--- src/mem_access_pkg.sv ---
// Opcode and funct3 constants, queue depth and vector types for the memory request path
package mem_access_pkg;

    // ----------------------------------------
    // Vector types
    // ----------------------------------------

    // Byte address and data word
    typedef logic [31:0] addr_t;
    typedef logic [31:0] word_t;

    // One enable bit per byte lane, bit i for byte i
    typedef logic [3:0] be_t;

    // Instruction fields seen by the decoder
    typedef logic [6:0] opcode_t;
    typedef logic [2:0] funct3_t;

    // ----------------------------------------
    // Instruction encodings
    // ----------------------------------------

    localparam opcode_t OPC_LOAD  = 7'b0000011;
    localparam opcode_t OPC_STORE = 7'b0100011;

    // Store widths
    localparam funct3_t FNC_SB = 3'd0;
    localparam funct3_t FNC_SH = 3'd1;
    localparam funct3_t FNC_SW = 3'd2;

    // ----------------------------------------
    // Queue and address map
    // ----------------------------------------

    // Number of request entries held between decoder and router
    localparam int REQ_DEPTH = 8;

    // Read and write pointer into the request queue
    typedef logic [$clog2(REQ_DEPTH)-1:0] qptr_t;

    // Value of A[31:28] that selects the IO region
    localparam logic [3:0] IO_REGION = 4'b1000;

endpackage

--- src/mem_req_if.sv ---
// Decoded memory request bus with producer and consumer views
`timescale 1ns/10ps

interface mem_req_if;
    import mem_access_pkg::*;

    // Push strobe on the enqueue side, not-empty level on the dequeue side
    logic  valid;
    addr_t addr;
    // Already shifted onto its byte lanes
    word_t wdata;
    be_t   mask;
    // Region bits, dmem and imem may both be set
    logic  to_dmem;
    logic  to_imem;
    logic  to_io;
    logic  is_load;

    // Returned by the consumer when it takes the request
    logic  pop;

    modport producer (
        output valid, addr, wdata, mask, to_dmem, to_imem, to_io, is_load,
        input  pop
    );

    modport consumer (
        input  valid, addr, wdata, mask, to_dmem, to_imem, to_io, is_load,
        output pop
    );

endinterface

--- src/lsu_decode.sv ---
// Load/store decoder with byte mask, lane alignment, region select and misalign flag
`timescale 1ns/10ps

module lsu_decode (
    input  logic                    clk,
    input  logic                    rst_n,
    input  logic                    req_valid,
    input  mem_access_pkg::opcode_t opcode,
    input  mem_access_pkg::funct3_t funct3,
    input  mem_access_pkg::addr_t   addr,
    input  mem_access_pkg::word_t   wdata,
    output logic                    misalign,
    mem_req_if.producer             enq
);
    import mem_access_pkg::*;

    logic  is_store;
    logic  is_load;
    logic  io_hit;
    logic  dmem_hit;
    logic  imem_hit;
    logic  sh_bad;
    logic  keep;
    be_t   st_mask;
    word_t st_data;

    // ----------------------------------------
    // Access classification
    // ----------------------------------------

    assign is_store = (opcode == OPC_STORE);
    assign is_load  = (opcode == OPC_LOAD);

    assign io_hit   = (addr[31:28] == IO_REGION);
    assign dmem_hit = ~addr[31] & addr[28];
    assign imem_hit = ~addr[31] & addr[29];

    // Halfword at an odd byte address has no lane pair
    assign sh_bad = is_store && (funct3 == FNC_SH) && addr[0];

    // ----------------------------------------
    // Store byte mask and lane alignment
    // ----------------------------------------

    always_comb
    begin
        case (funct3)
            FNC_SB:
            begin
                st_mask = 4'b0001 << addr[1:0];
                st_data = wdata << {addr[1:0], 3'b000};
            end
            FNC_SH:
            begin
                st_mask = addr[1] ? 4'b1100 : 4'b0011;
                st_data = wdata << {addr[1:0], 3'b000};
            end
            default:
            begin
                // Word store ignores the low address bits
                st_mask = 4'b1111;
                st_data = wdata;
            end
        endcase
    end

    // Only IO loads and stores that hit a region survive
    assign keep = (is_load && io_hit) ||
                  (is_store && (dmem_hit || imem_hit || io_hit) && !sh_bad);

    // Request toward the queue, written on the strobe edge
    assign enq.valid   = req_valid && keep;
    assign enq.addr    = addr;
    assign enq.wdata   = is_load ? '0 : st_data;
    assign enq.mask    = is_load ? '0 : st_mask;
    assign enq.to_dmem = is_store && dmem_hit;
    assign enq.to_imem = is_store && imem_hit;
    assign enq.to_io   = io_hit;
    assign enq.is_load = is_load;

    always_ff @(posedge clk or negedge rst_n)
    begin
        if (!rst_n)
        begin
            misalign <= 1'b0;
        end
        else
        begin
            misalign <= req_valid && sh_bad;
        end
    end

endmodule

--- src/mem_access.sv ---
// Top level of the memory request path with decoder, request queue and port router
`timescale 1ns/10ps

module mem_access (
    input  logic                    clk,
    input  logic                    rst_n,

    // Request from the execute stage
    input  logic                    req_valid,
    input  mem_access_pkg::opcode_t opcode,
    input  mem_access_pkg::funct3_t funct3,
    input  mem_access_pkg::addr_t   addr,
    input  mem_access_pkg::word_t   wdata,
    output logic                    req_full,
    output logic                    misalign,

    // Memory and IO side
    input  logic                    io_busy,
    output mem_access_pkg::be_t     dmem_we,
    output mem_access_pkg::be_t     imem_we,
    output mem_access_pkg::be_t     io_trans,
    output logic                    io_recv,
    output mem_access_pkg::addr_t   mem_addr,
    output mem_access_pkg::word_t   mem_wdata
);

    // Decoder to queue, and queue head to router
    mem_req_if enq_bus ();
    mem_req_if deq_bus ();

    lsu_decode u_decode (
        .clk       (clk),
        .rst_n     (rst_n),
        .req_valid (req_valid),
        .opcode    (opcode),
        .funct3    (funct3),
        .addr      (addr),
        .wdata     (wdata),
        .misalign  (misalign),
        .enq       (enq_bus.producer)
    );

    mem_req_fifo u_fifo (
        .clk   (clk),
        .rst_n (rst_n),
        .enq   (enq_bus.consumer),
        .deq   (deq_bus.producer),
        .full  (req_full)
    );

    mem_port_router u_router (
        .clk       (clk),
        .rst_n     (rst_n),
        .io_busy   (io_busy),
        .deq       (deq_bus.consumer),
        .dmem_we   (dmem_we),
        .imem_we   (imem_we),
        .io_trans  (io_trans),
        .io_recv   (io_recv),
        .mem_addr  (mem_addr),
        .mem_wdata (mem_wdata)
    );

endmodule

--- src/mem_port_router.sv ---
// Port router that pops queued requests into registered enable and receive pulses
`timescale 1ns/10ps

module mem_port_router (
    input  logic                  clk,
    input  logic                  rst_n,
    input  logic                  io_busy,
    mem_req_if.consumer           deq,
    output mem_access_pkg::be_t   dmem_we,
    output mem_access_pkg::be_t   imem_we,
    output mem_access_pkg::be_t   io_trans,
    output logic                  io_recv,
    output mem_access_pkg::addr_t mem_addr,
    output mem_access_pkg::word_t mem_wdata
);
    import mem_access_pkg::*;

    logic io_stall;
    logic take;

    // ----------------------------------------
    // Head acceptance
    // ----------------------------------------

    // IO head waits while the IO side is busy, blocking everything behind it
    assign io_stall = deq.to_io && io_busy;
    assign take     = deq.valid && !io_stall;
    assign deq.pop  = take;

    // ----------------------------------------
    // Port pulses
    // ----------------------------------------

    always_ff @(posedge clk or negedge rst_n)
    begin
        if (!rst_n)
        begin
            dmem_we  <= '0;
            imem_we  <= '0;
            io_trans <= '0;
            io_recv  <= 1'b0;
        end
        else if (take)
        begin
            // Same mask goes to every region the request hits
            dmem_we  <= deq.to_dmem ? deq.mask : '0;
            imem_we  <= deq.to_imem ? deq.mask : '0;
            io_trans <= (deq.to_io && !deq.is_load) ? deq.mask : '0;
            io_recv  <= deq.is_load;
        end
        else
        begin
            dmem_we  <= '0;
            imem_we  <= '0;
            io_trans <= '0;
            io_recv  <= 1'b0;
        end
    end

    // Address and data hold between requests
    always_ff @(posedge clk)
    begin
        if (take)
        begin
            mem_addr  <= deq.addr;
            mem_wdata <= deq.wdata;
        end
    end

endmodule

--- src/mem_req_fifo.sv ---
// Circular request queue with full level and head presented on the dequeue bus
`timescale 1ns/10ps

module mem_req_fifo (
    input  logic        clk,
    input  logic        rst_n,
    mem_req_if.consumer enq,
    mem_req_if.producer deq,
    output logic        full
);
    import mem_access_pkg::*;

    // Entry storage, flags packed as {is_load, to_io, to_imem, to_dmem}
    addr_t      addr_mem  [REQ_DEPTH];
    word_t      data_mem  [REQ_DEPTH];
    be_t        mask_mem  [REQ_DEPTH];
    logic [3:0] flag_mem  [REQ_DEPTH];

    qptr_t                      wr_ptr;
    qptr_t                      rd_ptr;
    logic [$clog2(REQ_DEPTH):0] count;
    logic                       empty;
    logic                       wr_en;
    logic                       rd_en;

    assign full  = (count == REQ_DEPTH);
    assign empty = (count == '0);

    // A push while full is dropped
    assign wr_en   = enq.valid && !full;
    assign rd_en   = deq.pop && !empty;
    assign enq.pop = wr_en;

    always_ff @(posedge clk)
    begin
        if (wr_en)
        begin
            addr_mem[wr_ptr] <= enq.addr;
            data_mem[wr_ptr] <= enq.wdata;
            mask_mem[wr_ptr] <= enq.mask;
            flag_mem[wr_ptr] <= {enq.is_load, enq.to_io, enq.to_imem, enq.to_dmem};
        end
    end

    always_ff @(posedge clk or negedge rst_n)
    begin
        if (!rst_n)
        begin
            wr_ptr <= '0;
            rd_ptr <= '0;
            count  <= '0;
        end
        else
        begin
            if (wr_en)
                wr_ptr <= wr_ptr + 1'b1;
            if (rd_en)
                rd_ptr <= rd_ptr + 1'b1;
            count <= count + wr_en - rd_en;
        end
    end

    // Head of queue, visible as soon as it is written
    assign deq.valid   = !empty;
    assign deq.addr    = addr_mem[rd_ptr];
    assign deq.wdata   = data_mem[rd_ptr];
    assign deq.mask    = mask_mem[rd_ptr];
    assign deq.to_dmem = flag_mem[rd_ptr][0];
    assign deq.to_imem = flag_mem[rd_ptr][1];
    assign deq.to_io   = flag_mem[rd_ptr][2];
    assign deq.is_load = flag_mem[rd_ptr][3];

endmodule

--- config.mk ---
export PLATFORM = sky130hd
export DESIGN_NAME = mem_access
export DESIGN_NICKNAME = d
export VERILOG_FILES = /design/src/mem_access_pkg.sv /design/src/mem_req_if.sv /design/src/lsu_decode.sv /design/src/mem_access.sv /design/src/mem_port_router.sv /design/src/mem_req_fifo.sv
export SDC_FILE = /design/constraint.sdc
export NUM_CORES = 1
export LEC_CHECK = 0
export BUFFER_PORTS_ARGS = -buffer_cell sky130_fd_sc_hd__buf_2
export CAP_MARGIN = 20
export CORE_MARGIN = 8
export CORE_UTILIZATION = 40
export CTS_CLUSTER_DIAMETER = 80
export DETAILED_ROUTE_END_ITERATION = 12
export GPL_TIMING_DRIVEN = 0
export HOLD_SLACK_MARGIN = 0.1
export REMOVE_ABC_BUFFERS = 1
export SYNTH_ARGS = -nofsm -noshare
export SYNTH_HDL_FRONTEND = slang
export SYNTH_HIERARCHICAL = 1
export SYNTH_SLANG_ARGS = --single-unit
export TNS_END_PERCENT = 100
--- constraint.sdc ---
create_clock -name clk -period 12.8 [get_ports clk]
set_input_delay 1.28 -clock clk [delete_from_list [all_inputs] [get_ports clk]]
set_output_delay 1.28 -clock clk [all_outputs]
set_load 0.01 [all_outputs]
-- Word level (Yosys, flattened, before mapping)
Memories as Yosys holds them, arrays and structs flattened. A register that Yosys moved wholly into a read port is not among the register bits.
Index checks and enable logic that the tools add are counted.
- register bits after elaboration: 24
- bits in writable memories: 576
- input bits: 78
- output and inout port bits: 79
- word-level logic and storage cells: 65
- memories kept: 4
- memories (memory ; depth ; bits a word ; rd ports ; clocked after Yosys merged registers in ; write ports ; line ; RTL):
    u_fifo.addr_mem ; 8 ; 32 ; 1 ; 1 ; 1 ; mem_req_fifo.sv:14 ; addr_t addr_mem [REQ_DEPTH];
    u_fifo.data_mem ; 8 ; 32 ; 1 ; 1 ; 1 ; mem_req_fifo.sv:15 ; word_t data_mem [REQ_DEPTH];
    u_fifo.flag_mem ; 8 ; 4 ; 1 ; 0 ; 1 ; mem_req_fifo.sv:17 ; logic [3:0] flag_mem [REQ_DEPTH];
    u_fifo.mask_mem ; 8 ; 4 ; 1 ; 0 ; 1 ; mem_req_fifo.sv:16 ; be_t mask_mem [REQ_DEPTH];
- add/sub/neg operators: 4
- equal/unequal tests: 5
- shift operators: 2
- multiplexer cells: 14
- bitwise gates (word level): 3
- reductions and logical operators: 25
- operators by type and width (kind ; count):
    two-way mux 32 bit ; 2
    two-way mux 4 bit ; 8
    << shifter 32 x 5 -> 32 bit ; 1
    logical AND 1 bit ; 14
    == test 4 bit, second input constant ; 2
    case mux 4 bit (2 select lines) ; 1
    == test 7 x 2 -> 1 bit, second input constant ; 1
    == test 7 x 6 -> 1 bit, second input constant ; 1
    adder 3 x 1 -> 3 bit, second input constant ; 2
    logical NOT 1 bit ; 5
    adder 4 x 1 -> 4 bit ; 1
    logical NOT 4 bit ; 1
    << shifter 1 x 2 -> 4 bit, first input constant ; 1
    subtractor 4 x 1 -> 4 bit ; 1
    == test 3 x 1 -> 1 bit, second input constant ; 1
    logical NOT 3 bit ; 1
    logical OR 1 bit ; 3
    two-way mux 1 bit ; 3
    AND 1 bit ; 2
    OR reduction 2 bit ; 1
    inverter 1 bit ; 1

-- Longest topological paths before layout
Gate-level depths: netlist of the first run.
- depth in word-level cells: 11
- gate-level depth with buffers: 13
- gate-level depth less buffers: 12

-- Hierarchy
The synthesis of the first run kept the hierarchy.
- by module, submodules not included (module ; instances ; cells an instance ; area each (um^2) ; sequential area each (um^2)):
    mem_req_fifo ; 1 ; 890 ; 22280.1 ; 17546.8
    mem_port_router ; 1 ; 92 ; 2363.5 ; 2247.2
    lsu_decode ; 1 ; 170 ; 1167.4 ; 25.0

-- Least setup slack after synthesis of the first run
No wires, ideal clock.
- kind: input to register
- start: in addr[29]
- end: mem u_fifo/addr_mem[0][0] (netlist bit) (enable)
- library setup time: 680 ps
- arrival time: 9443 ps
- data required time: 12120 ps
- path slack: 2677 ps
- stages: 5
- path buffers: 0
- path through: nor4b_1 > a21oi_1 > nor3b_1 > nand2_1 > nor4_1
- cells in the longest elaborated chain, start to end: 10
- elaborated cells on any way between the ends: 12
- classes of those cells: eq/ne: 1; mux: 2; bitwise: 1; reduce/logical: 8
- ends and longest elaborated chain (item ; line ; RTL):
    start, declared ; mem_access.sv:12 ; input mem_access_pkg::addr_t addr,
    AND 1 bit ; lsu_decode.sv:36 ; assign imem_hit = ~addr[31] & addr[29];
    logical OR 1 bit (2 in series) ; lsu_decode.sv:69 ; (is_store && (dmem_hit || imem_hit || io_hit) && !sh_bad);
    logical AND 1 bit (2 in series) ; lsu_decode.sv:69 ;
    logical OR 1 bit * ; lsu_decode.sv:68 ; assign keep = (is_load && io_hit) ||
    logical AND 1 bit * ; lsu_decode.sv:72 ; assign enq.valid = req_valid && keep;
    named net enq_bus.valid ; mem_req_if.sv:8 ; logic valid;
    logical AND 1 bit * ; mem_req_fifo.sv:30 ; assign wr_en = enq.valid && !full;
    two-way mux 1 bit * ; mem_req_fifo.sv:36 ; if (wr_en)
    two-way mux 1 bit (not written as such) * ; mem_req_fifo.sv:38 ; addr_mem[wr_ptr] <= enq.addr;
    end, declared ; mem_req_fifo.sv:14 ;
The timed path passes the listed nets; every way through them passes the cells marked *.

-- Worst setup path in the final report of the first run
- start: in addr[0]
- end: mem u_fifo/addr_mem[3][20] (netlist bit) (enable)
- cells in the longest elaborated chain, start to end: 8
- ends and longest elaborated chain (item ; line ; RTL):
    logical AND 1 bit ; lsu_decode.sv:39 ; assign sh_bad = is_store && (funct3 == FNC_SH) && addr[0];
    logical NOT 1 bit ; lsu_decode.sv:69 ;
    logical AND 1 bit ; lsu_decode.sv:69 ;
    logical OR 1 bit ; lsu_decode.sv:68 ;
    logical AND 1 bit ; lsu_decode.sv:72 ;
    named net enq_bus.valid ; mem_req_if.sv:8 ;
    logical AND 1 bit ; mem_req_fifo.sv:30 ;
    two-way mux 1 bit ; mem_req_fifo.sv:36 ;
    two-way mux 1 bit (not written as such) ; mem_req_fifo.sv:38 ;
The timed path passes the listed nets, and every way through them passes these cells.

==> results of run 1 <==
-- metrics by stage --
stage,TNS [ns],cells,total power [mW],hold slack (ns)
final,0,2283,6.17,0.658
after global placement,-1169.18,2078,4.61,0.550
after global routing,0,2279,6.46,0.667
after CTS,0,2277,6.30,0.652
after detailed placement,0,2152,4.34,0.638
after floorplan,0,1067,3.95,0.526
-- synth_stat cells, drive strengths merged --
cell type    n  area share [%]
nor3         4           0.078
nand2b       3           0.073
nand3       16            0.33
a31oi        1           0.024
nor2        10            0.24
ha           8            0.39
dfrtp       24             2.3
mux2        75             3.7
fa           1           0.078
nor3b        2            0.10
nor4         1           0.024
and4bb       2           0.097
clkbuf      17            0.25
a21boi       1           0.044
edfxtp     640              74
inv         22            0.32
a21o         1           0.029
buf         68             1.9
nor4b        1           0.034
a21oi       22            0.43
or2          3           0.073
o221a        7            0.31
xnor2        5            0.17
and3        18            0.48
or3b         2           0.068
o21ai       11            0.21
nor2b        2           0.048
and2         6            0.15
a211oi       8            0.23
mux2i        7            0.27
a22oi       15            0.44
nand2        4           0.058
mux4       144              13
xor2         1           0.034
-- kinds of logic (layout without fill, tap and decap cells) --
kind of cell    after synthesis  in the layout  share of synthesized area [%]
other cells                   0              6                              0
mux                         226            226                           16.5
compound gates               66             66                           1.71
fa+ha+maj                     9              9                          0.465
simple gates                 74             74                           1.85
xor+xnor                      6              6                          0.204
flops                       664            664                           76.8
buf+inv                     107            377                           2.44
-- layout make-up --
class / instances / area [um2] / area share (%)
Antenna cell: 6 / 15.0 / 0.0494
Clock buffer: 83 / 1800 / 5.92
Clock inverter: 42 / 380 / 1.25
Inverter: 22 / 82.6 / 0.272
Multi-Input combinational cell: 381 / 5420 / 17.8
Sequential cell: 664 / 19800 / 65.2
Tap cell: 855 / 1070 / 3.52
Timing Repair Buffer: 230 / 1820 / 5.98
-- power by group --
part / total (mW) / switching, mW / internal (mW)
registers: 2.73 / 0.129 / 2.60
logic: 1.51 / 0.692 / 0.823
clock network: 1.93 / 0.800 / 1.13
total: 6.17 / 1.62 / 4.55
-- layer usage --
metal  up-vias  global-route usage (%)  share of wire, %
met3        80                    3.04               4.5
li1       5206                       -                 -
met4         8                    4.41               1.9
met5         -                       0             0.092
met1      6448                    19.9                44
met2       264                    25.5                50
-- state kept, by name, indices dropped and copies added, names as in the netlist --
signal	cells
u_router/io_recv	1
u_router/io_trans	4
u_decode/misalign	1
u_fifo/data_mem	256
u_router/imem_we	4
u_fifo/flag_mem	32
u_fifo/addr_mem	256
u_fifo/mask_mem	32
u_fifo/wr_ptr	3
u_router/dmem_we	4
u_fifo/rd_ptr	3
u_router/mem_addr	32
u_router/mem_wdata	32
u_fifo/count	4
-- path summary, 6_finish.rpt --
kind	slack (ns)	from	endpoint	cells after the start
min in group asynchronous	0.68	rst_n	u_router/imem_we[3]$_DFF_PN0_	1
max	8.67	addr[0]	u_fifo/addr_mem[3][20]$_DFFE_PP_	10
max in group asynchronous	11.72	rst_n	u_fifo/rd_ptr[2]$_DFFE_PN0P_	1
min reg2reg	0.66	u_fifo/wr_ptr[2]$_DFFE_PN0P_	u_fifo/wr_ptr[2]$_DFFE_PN0P_	1
max reg2reg	8.67	u_fifo/rd_ptr[2]$_DFFE_PN0P_	u_fifo/count[2]$_DFF_PN0_	12
min	0.66	u_fifo/wr_ptr[2]$_DFFE_PN0P_	u_fifo/wr_ptr[2]$_DFFE_PN0P_	1
==> results.py, run 1 <==
metrics = {
    "run_status": {
        "status": "finished, final reports clean",
    },
    "drt": {
        "remaining_drc_errors": 0,
        "dr.pass1.iters": 5,
        "finalWirelength_um": 55500,
        "routed_via_density": 5.26,
        "ant_nets": 0,
        "vias": 12006,
        "drt_iter0_markers": 801,
        "wl_per_cell_um": 24.3,
    },
    "clock_network": {
        "clock-sinks": 664,
        "cts_root_buf": "clkbuf_16",
        "cts_resized": 0,
        "cts_made_buffers": 68,
        "ctsHtreeMaxLevel": 3,
        "cts.path.max_buffers": 3,
        "clock_latency_ns": 0.59,
        "cts.clk_slew.worst_paths_ns": 0.06,
        "cts_hold_buf": 0,
        "cts_post_setup_buffers_inserted": 0,
        "cts_tree": "built",
    },
    "yosys": {
        "synth-seq-cells": 664,
        "yosys_warnings": 6,
        "ys_seq_area_share_pct": 76.8,
        "synth_cells": 1152,
        "synth.distinct_cells": 48,
        "syn_area_mm2": 0.0258,
        "synth_area_per_cell_um2": 22.4,
    },
    "cells_and_area": {
        "nNetsFinal": 1454,
        "final_area_mm2": 0.0304,
        "fillers": 5226,
        "layout_commonest_cell": "edfxtp_1",
        "final_cell_mix": "640 x edfxtp_1, 157 x buf_2, 144 x mux4_2, 70 x clkbuf_16, 45 x mux2_2",
        "utilization_pct": 47.4,
        "drive_gt1_share_pct": 41.3,
        "areaGrowthSynthToFinish_pct": 17.8,
    },
    "global_routing": {
        "grt_usage_pct": 15.1,
        "grt_pass1_vias": 12802,
        "grt_overflow": 0,
        "grt_pass1_wl_um": 83400,
        "grt_max_degree": 55,
        "antenna_found_initial": 12,
    },
    "floorplanning": {
        "dieArea_mm2": 0.0729,
        "start_util_pct": 40.3,
        "rows": 93,
        "fp.dieH_um": 270,
        "core_area_mm2": 0.0641,
        "pin_count": 157,
        "dieWidth_um": 270,
    },
    "timing": {
        "setup_viol": 0,
        "finClkSkew_ns": 0.0237,
        "period_share_pct": 32.3,
        "rsz0062_at_grt": "false",
        "slew_viol_final": 0,
        "max-slew-margin-rel_pct": 31.5,
        "hold_violations": 0,
        "setup_slack_ns": 8.67,
        "fmax_mhz": 242,
        "worstMarginPinSlew_ns": 1.02,
        "post-route-min-period_ns": 4.13,
    },
    "pwr": {
        "ir_worst_vdd_mv": 0.0996,
        "p_leak_nw": 10.3,
        "power.density_mw_per_mm2": 203,
    },
    "placement": {
        "post-place-ws_ns": 8.04,
        "io_buffers": 156,
        "hpwl_um": 36700,
        "place.gp.congestion": 0.724,
        "place_area_mm2": 0.0282,
    },
    "setup_path": {
        "critPathMaxFanout": 24,
        "path_cells": "buf_2, nor3b_4, nand3_1, nor3b_1, nand2_1, nor3_2, buf_6, buf_6, buf_6, buf_4",
        "slowest_delay_ns": 0.85,
        "endpoint_kind": "flop",
        "critPathKind": "primary input to flop",
        "start_kind": "primary input",
        "crit_required_ns": 13.08,
        "crit_arrival_ns": 4.41,
        "cp_num_buf_inv": 5,
        "crit_top_cell": "buf_6",
        "slowest_stage": "nor3_2",
        "cp_top_family": "simple AND/OR/NAND/NOR gates",
    },
    "job": {
        "max_cap_violations": 0,
    },
    "worst_hold_path": {
        "hp-class": "flop to flop",
    },
}
(Power assumes the default switching activity.)
==> run 2: changes to the inputs <==
clock period = 3.6 ns   (was 12.8 ns; I/O delays follow)
==> run 2 against run 1 <==
First-iteration DRC count shrank 1.6%. Global-route usage increased by 0.21 points. Die area did not move. Largest cell class unchanged.
==> results.py, run 2 (synthesized netlist as in run 1, its figures left out) <==
metrics = {
    "run_status": {
        "status": "finished, final reports clean",
    },
    "pwr": {
        "ir_worst_vdd_mv": 0.423,
        "p_leak_nw": 10.5,
        "power.density_mw_per_mm2": 720,
    },
    "setup_path": {
        "cp_num_buf_inv": 4,
        "worst-path-stages": 12,
        "critPathKind": "flop to flop",
        "rr_endpoint": "u_fifo/count[2]$_DFF_PN0_",
        "endpoint_kind": "flop",
        "r2r_start": "u_fifo/rd_ptr[2]$_DFFE_PN0P_",
        "slowest_stage": "dfrtp_4",
        "path_cells": "buf_16, mux4_2, mux2_2, a21boi_4, nand2_1, inv_1, ha_1, inv_1, ha_1, inv_1, fa_1, xnor2_1",
        "crit_top_cell": "inv_1",
        "r2r_slack_ns": 0.31,
        "start_kind": "flop",
        "slowest_delay_ns": 0.65,
        "reg2reg_depth": 12,
        "critPathMaxFanout": 54,
        "crit_arrival_ns": 3.74,
        "crit_required_ns": 4.06,
        "cp_top_family": "adder cells",
    },
    "cells_and_area": {
        "drive_gt1_share_pct": 40.6,
        "nNetsFinal": 1489,
        "reg_top3": "u_fifo/addr_mem (256), u_fifo/data_mem (256)",
        "final_cell_mix": "640 x edfxtp_1, 157 x buf_2, 144 x mux4_2, 71 x clkbuf_16, 45 x mux2_2",
        "layout_commonest_cell": "edfxtp_1",
        "final_area_mm2": 0.0308,
        "areaGrowthSynthToFinish_pct": 19.3,
    },
    "drt": {
        "remaining_drc_errors": 0,
        "drt_iter0_markers": 788,
        "finalWirelength_um": 56400,
        "vias": 12178,
        "ant_nets": 0,
        "routed_via_density": 5.25,
        "wl_per_cell_um": 24.3,
        "dr.pass1.iters": 5,
    },
    "job": {
        "max_cap_violations": 0,
    },
    "floorplanning": {
        "fp.dieH_um": 270,
        "start_util_pct": 40.3,
        "rows": 93,
        "dieWidth_um": 270,
        "dieArea_mm2": 0.0729,
        "pin_count": 157,
        "core_area_mm2": 0.0641,
    },
    "timing": {
        "rsz0062_at_grt": "false",
        "period_share_pct": 91.3,
        "worstMarginPinSlew_ns": 1.01,
        "max-slew-margin-rel_pct": 32.4,
        "slew_viol_final": 0,
        "finClkSkew_ns": 0.0256,
        "hold_violations": 0,
        "timing.setup.tns_ns": 0,
        "setup_viol": 0,
        "fmax_mhz": 304,
        "post-route-min-period_ns": 3.29,
    },
    "global_routing": {
        "antenna_found_initial": 12,
        "grt_usage_pct": 15.4,
        "grt_pass1_vias": 13055,
        "grt_max_degree": 55,
        "grt_overflow": 0,
        "grt_pass1_wl_um": 84600,
    },
    "placement": {
        "hpwl_um": 36700,
        "place.gp.congestion": 0.724,
        "place_area_mm2": 0.0282,
        "io_buffers": 156,
    },
    "clock_network": {
        "cts.clk_slew.worst_paths_ns": 0.06,
        "cts_made_buffers": 68,
        "ctsHtreeMaxLevel": 3,
        "cts.path.max_buffers": 3,
        "clock-sinks": 664,
        "cts_root_buf": "clkbuf_16",
        "cts_resized": 0,
        "cts_tree": "built",
        "clock_latency_ns": 0.60,
    },
    "worst_hold_path": {
        "holdPathStages": 1,
        "hp-class": "primary input to flop",
        "hold_path_end": "u_fifo/addr_mem[2][28]$_DFFE_PP_",
        "min_from": "addr[28]",
    },
}
## run 2: changes by cell type in the layout (fill, tap and decap cells not counted), sizes merged
cell	delta
clkbuf	+1
dlygate4sd3	+31
buf	+3
## run 2: stage by stage
| stage | util [%] | hold WS, ns | power (mW) | std cells | setup slack, ns |
|---|---|---|---|---|---|
| floorplan | - | 0.0644 | 13.4 | 1067 | -6.53 |
| global placement | 42.3 | 0.365 | 14.1 | 2078 | -14.89 |
| detailed placement | 44.0 | 0.373 | 15.5 | 2152 | -0.615 |
| CTS | 48.0 | 0.106 | 22.6 | 2311 | 0.171 |
| global route | 48.0 | 0.131 | 23.2 | 2314 | 0.110 |
| finish | 48.0 | 0.153 | 22.2 | 2318 | 0.314 |
## run 2: area by class of cell
cell class	count	area [um2]
antenna	6	15.0
clock buffer	83	1800
clock inverter	42	380
fill	5205	33300
inverter	22	82.6
multi-input combinational	381	5420
sequential	664	19800
tap	855	1070
timing repair buffer	265	2200
## run 2: power breakdown
group / switching, mW / total [mW] / internal (mW)
registers: 0.338 / 9.61 / 9.27
logic: 2.68 / 5.71 / 3.03
clock network: 2.85 / 6.86 / 4.01
## run 2: timing repair
item,CTS,global route
endpoints found under the hold margin,257,0
endpoints found under the setup margin,4,1
setup buffers,3,1
pin swaps,1,0
hold buffers,31,0
## run 2: worst max path at each step
stage / start / endpoint / slack [ns]
floorplan: u_fifo/rd_ptr[0]$_DFFE_PN0P_ / u_fifo/count[2]$_DFF_PN0_ / -6.53
global placement: addr[28] / u_fifo/addr_mem[0][17]$_DFFE_PP_ / -14.89
detailed placement: u_fifo/rd_ptr[2]$_DFFE_PN0P_ / u_fifo/count[2]$_DFF_PN0_ / -0.61
CTS: u_fifo/rd_ptr[2]$_DFFE_PN0P_ / u_fifo/count[2]$_DFF_PN0_ / 0.17
global route: u_fifo/rd_ptr[2]$_DFFE_PN0P_ / u_fifo/count[2]$_DFF_PN0_ / 0.11
finish: u_fifo/rd_ptr[2]$_DFFE_PN0P_ / u_fifo/count[2]$_DFF_PN0_ / 0.31
## run 2: layer usage
layer	GRT usage (%)	wire length, um	vias to the layer above	share of wire [%]
met5	0	51	-	0.090
met4	4.41	1060	8	1.9
met3	3.04	2560	84	4.5
met2	25.9	28100	282	50
met1	20.1	24600	6527	44
li1	-	-	5277	-
==> run 3: changes to the inputs <==
PLACE_DENSITY = 0.65   (was not set)
==> run 3 against run 2 <==
Sequential power up 1%. Clock-buffer cell count increased by 1. Largest cell class unchanged. Utilization decreased by 0.38 points. Critical path depth is 1 lower. Critical endpoint is now u_fifo/addr_mem[0][27]$_DFFE_PP_. Global-route usage is 0.43 points lower. Highest routed layer is now met4.
==> results.py, run 3 (synthesized netlist as in run 1, its figures left out) <==
metrics = {
    "cells_and_area": {
        "stdcell_count": 2306,
        "final_cell_mix": "640 x edfxtp_1, 156 x buf_2, 144 x mux4_2, 68 x clkbuf_16, 45 x mux2_2",
        "layout_commonest_cell": "edfxtp_1",
        "nNetsFinal": 1488,
        "final_area_mm2": 0.0306,
        "drive_gt1_share_pct": 39.9,
        "reg_top3": "u_fifo/addr_mem (256), u_fifo/data_mem (256)",
        "utilization_pct": 47.6,
        "areaGrowthSynthToFinish_pct": 18.4,
        "fillers": 5217,
    },
    "setup_path": {
        "rr_endpoint": "u_fifo/count[2]$_DFF_PN0_",
        "start_kind": "primary input",
        "r2r_slack_ns": 0.20,
        "crit_arrival_ns": 3.71,
        "crit_required_ns": 3.90,
        "reg2reg_depth": 12,
        "critPathMaxFanout": 11,
        "r2r_start": "u_fifo/rd_ptr[0]$_DFFE_PN0P_",
        "endpoint_kind": "flop",
        "critPathKind": "primary input to flop",
    },
    "clock_network": {
        "cts_tree": "built",
        "clock_latency_ns": 0.60,
        "cts.clk_slew.worst_paths_ns": 0.06,
        "cts_made_buffers": 68,
        "cts.path.max_buffers": 3,
        "clock-sinks": 664,
        "cts_root_buf": "clkbuf_16",
        "ctsHtreeMaxLevel": 3,
    },
    "floorplanning": {
        "pin_count": 157,
        "start_util_pct": 40.3,
        "fp.dieH_um": 270,
        "dieArea_mm2": 0.0729,
        "rows": 93,
        "core_area_mm2": 0.0641,
        "dieWidth_um": 270,
    },
    "global_routing": {
        "antenna_found_initial": 2,
        "busiest_layer": "met2",
        "grt_max_degree": 58,
        "grt_pass1_vias": 12919,
        "groute.layer.met1.usage_pct": 19.4,
        "grt_usage_pct": 14.9,
        "met3_usage_pct": 3.22,
        "grt_overflow": 0,
        "use_met2_pct": 25.0,
        "grt_pass1_wl_um": 82700,
    },
    "run_status": {
        "status": "finished, final reports clean",
    },
    "drt": {
        "routed_via_density": 5.25,
        "finalWirelength_um": 54500,
        "vias": 12102,
        "ant_nets": 0,
        "wl_per_cell_um": 23.6,
        "dr.pass1.iters": 6,
        "drt_iter0_markers": 1113,
        "remaining_drc_errors": 0,
    },
    "timing": {
        "setup_viol": 0,
        "hold_violations": 0,
        "holdWs_ns": 0.155,
        "post-route-min-period_ns": 3.42,
        "period_share_pct": 94.9,
        "rsz0062_at_grt": "false",
        "worstMarginPinSlew_ns": 0.997,
        "finClkSkew_ns": 0.0225,
        "fmax_mhz": 293,
        "slew_viol_final": 0,
        "max-slew-margin-rel_pct": 33.1,
    },
    "job": {
        "max_cap_violations": 0,
    },
    "pwr": {
        "p_leak_nw": 10.3,
        "power.density_mw_per_mm2": 704,
        "ir_worst_vdd_mv": 0.406,
    },
    "worst_hold_path": {
        "hold_path_end": "u_fifo/addr_mem[7][28]$_DFFE_PP_",
        "min_from": "addr[28]",
        "hp-class": "primary input to flop",
        "holdPathStages": 1,
    },
    "placement": {
        "place.gp.congestion": 0.708,
        "io_buffers": 156,
        "hpwl_um": 36500,
        "place_area_mm2": 0.0282,
        "placedCellCount": 2151,
    },
}
[run 3: cell types whose count changed in the layout (fill, tap and decap cells not counted), sizes merged]
cell         change
diode            -5
inv              +1
clkinv           -4
clkinvlp         +1
buf              -2
dlygate4sd3      +2
bufinv           -5
[run 3: area by class of cell]
| cell class | count | area [um2] | share of cell area, % |
|---|---|---|---|
| timing repair buffer | 264 | 2140 | 7.00 |
| sequential | 664 | 19800 | 64.9 |
| multi-input combinational | 381 | 5430 | 17.8 |
| antenna | 1 | 2.50 | 0.00819 |
| tap | 855 | 1070 | 3.50 |
| clock inverter | 35 | 223 | 0.729 |
| inverter | 22 | 82.6 | 0.270 |
| clock buffer | 84 | 1770 | 5.80 |
[run 3: how the worst max path moves through the flow]
stage,slack [ns],endpoint,cells after the start,startpoint
floorplan,-6.53,u_fifo/count[2]$_DFF_PN0_,11,u_fifo/rd_ptr[0]$_DFFE_PN0P_
global placement,-14.14,u_fifo/addr_mem[0][2]$_DFFE_PP_,6,addr[28]
detailed placement,-1.05,u_fifo/addr_mem[0][27]$_DFFE_PP_,11,addr[28]
CTS,0.004,u_fifo/addr_mem[0][27]$_DFFE_PP_,11,addr[28]
global route,0.02,u_fifo/count[2]$_DFF_PN0_,12,u_fifo/rd_ptr[0]$_DFFE_PN0P_
finish,0.18,u_fifo/addr_mem[0][27]$_DFFE_PP_,11,addr[28]
[run 3: where the power goes]
group	total, mW	leakage [nW]	internal (mW)	switching (mW)
combinational	5.39	3.22	2.94	2.45
clock	6.37	0.970	3.58	2.80
sequential	9.74	6.13	9.27	0.469
[run 3: layer usage]
layer	wire [um]	part of all wire, %	vias to the layer above
met5	0	0	-
met4	1090	2.0	0
met3	3220	5.9	76
met2	27400	50	336
met1	22800	42	6423
li1	-	-	5267
[run 3: repair_timing]
item	in CTS	in global routing
buffers inserted	1	0
pin swaps	1	0
endpoints found under the hold margin	257	0
hold buffers	33	0
setup endpoints to repair	49	21
gates resized for setup	1	1
[run 3: critical path: stages]
cell     delay, ns
buf_2         0.18
nor4b_2       0.67
a21oi_1       0.12
nor3b_1       0.44
nand2_1       0.36
nor4_4        0.52
buf_4         0.28
buf_4         0.19
buf_4         0.20
buf_4         0.20
buf_4         0.18
[run 3: metrics by stage]
step                setup WS (ns)  total power [mW]  setup TNS (ns)
finish                      0.184              21.5               0
global route               0.0241              22.5               0
CTS                       0.00392              21.9               0
detailed placement          -1.05              15.4         -199.69
global placement           -14.14              14.1        -6367.34
floorplan                   -6.53              13.4        -2442.97
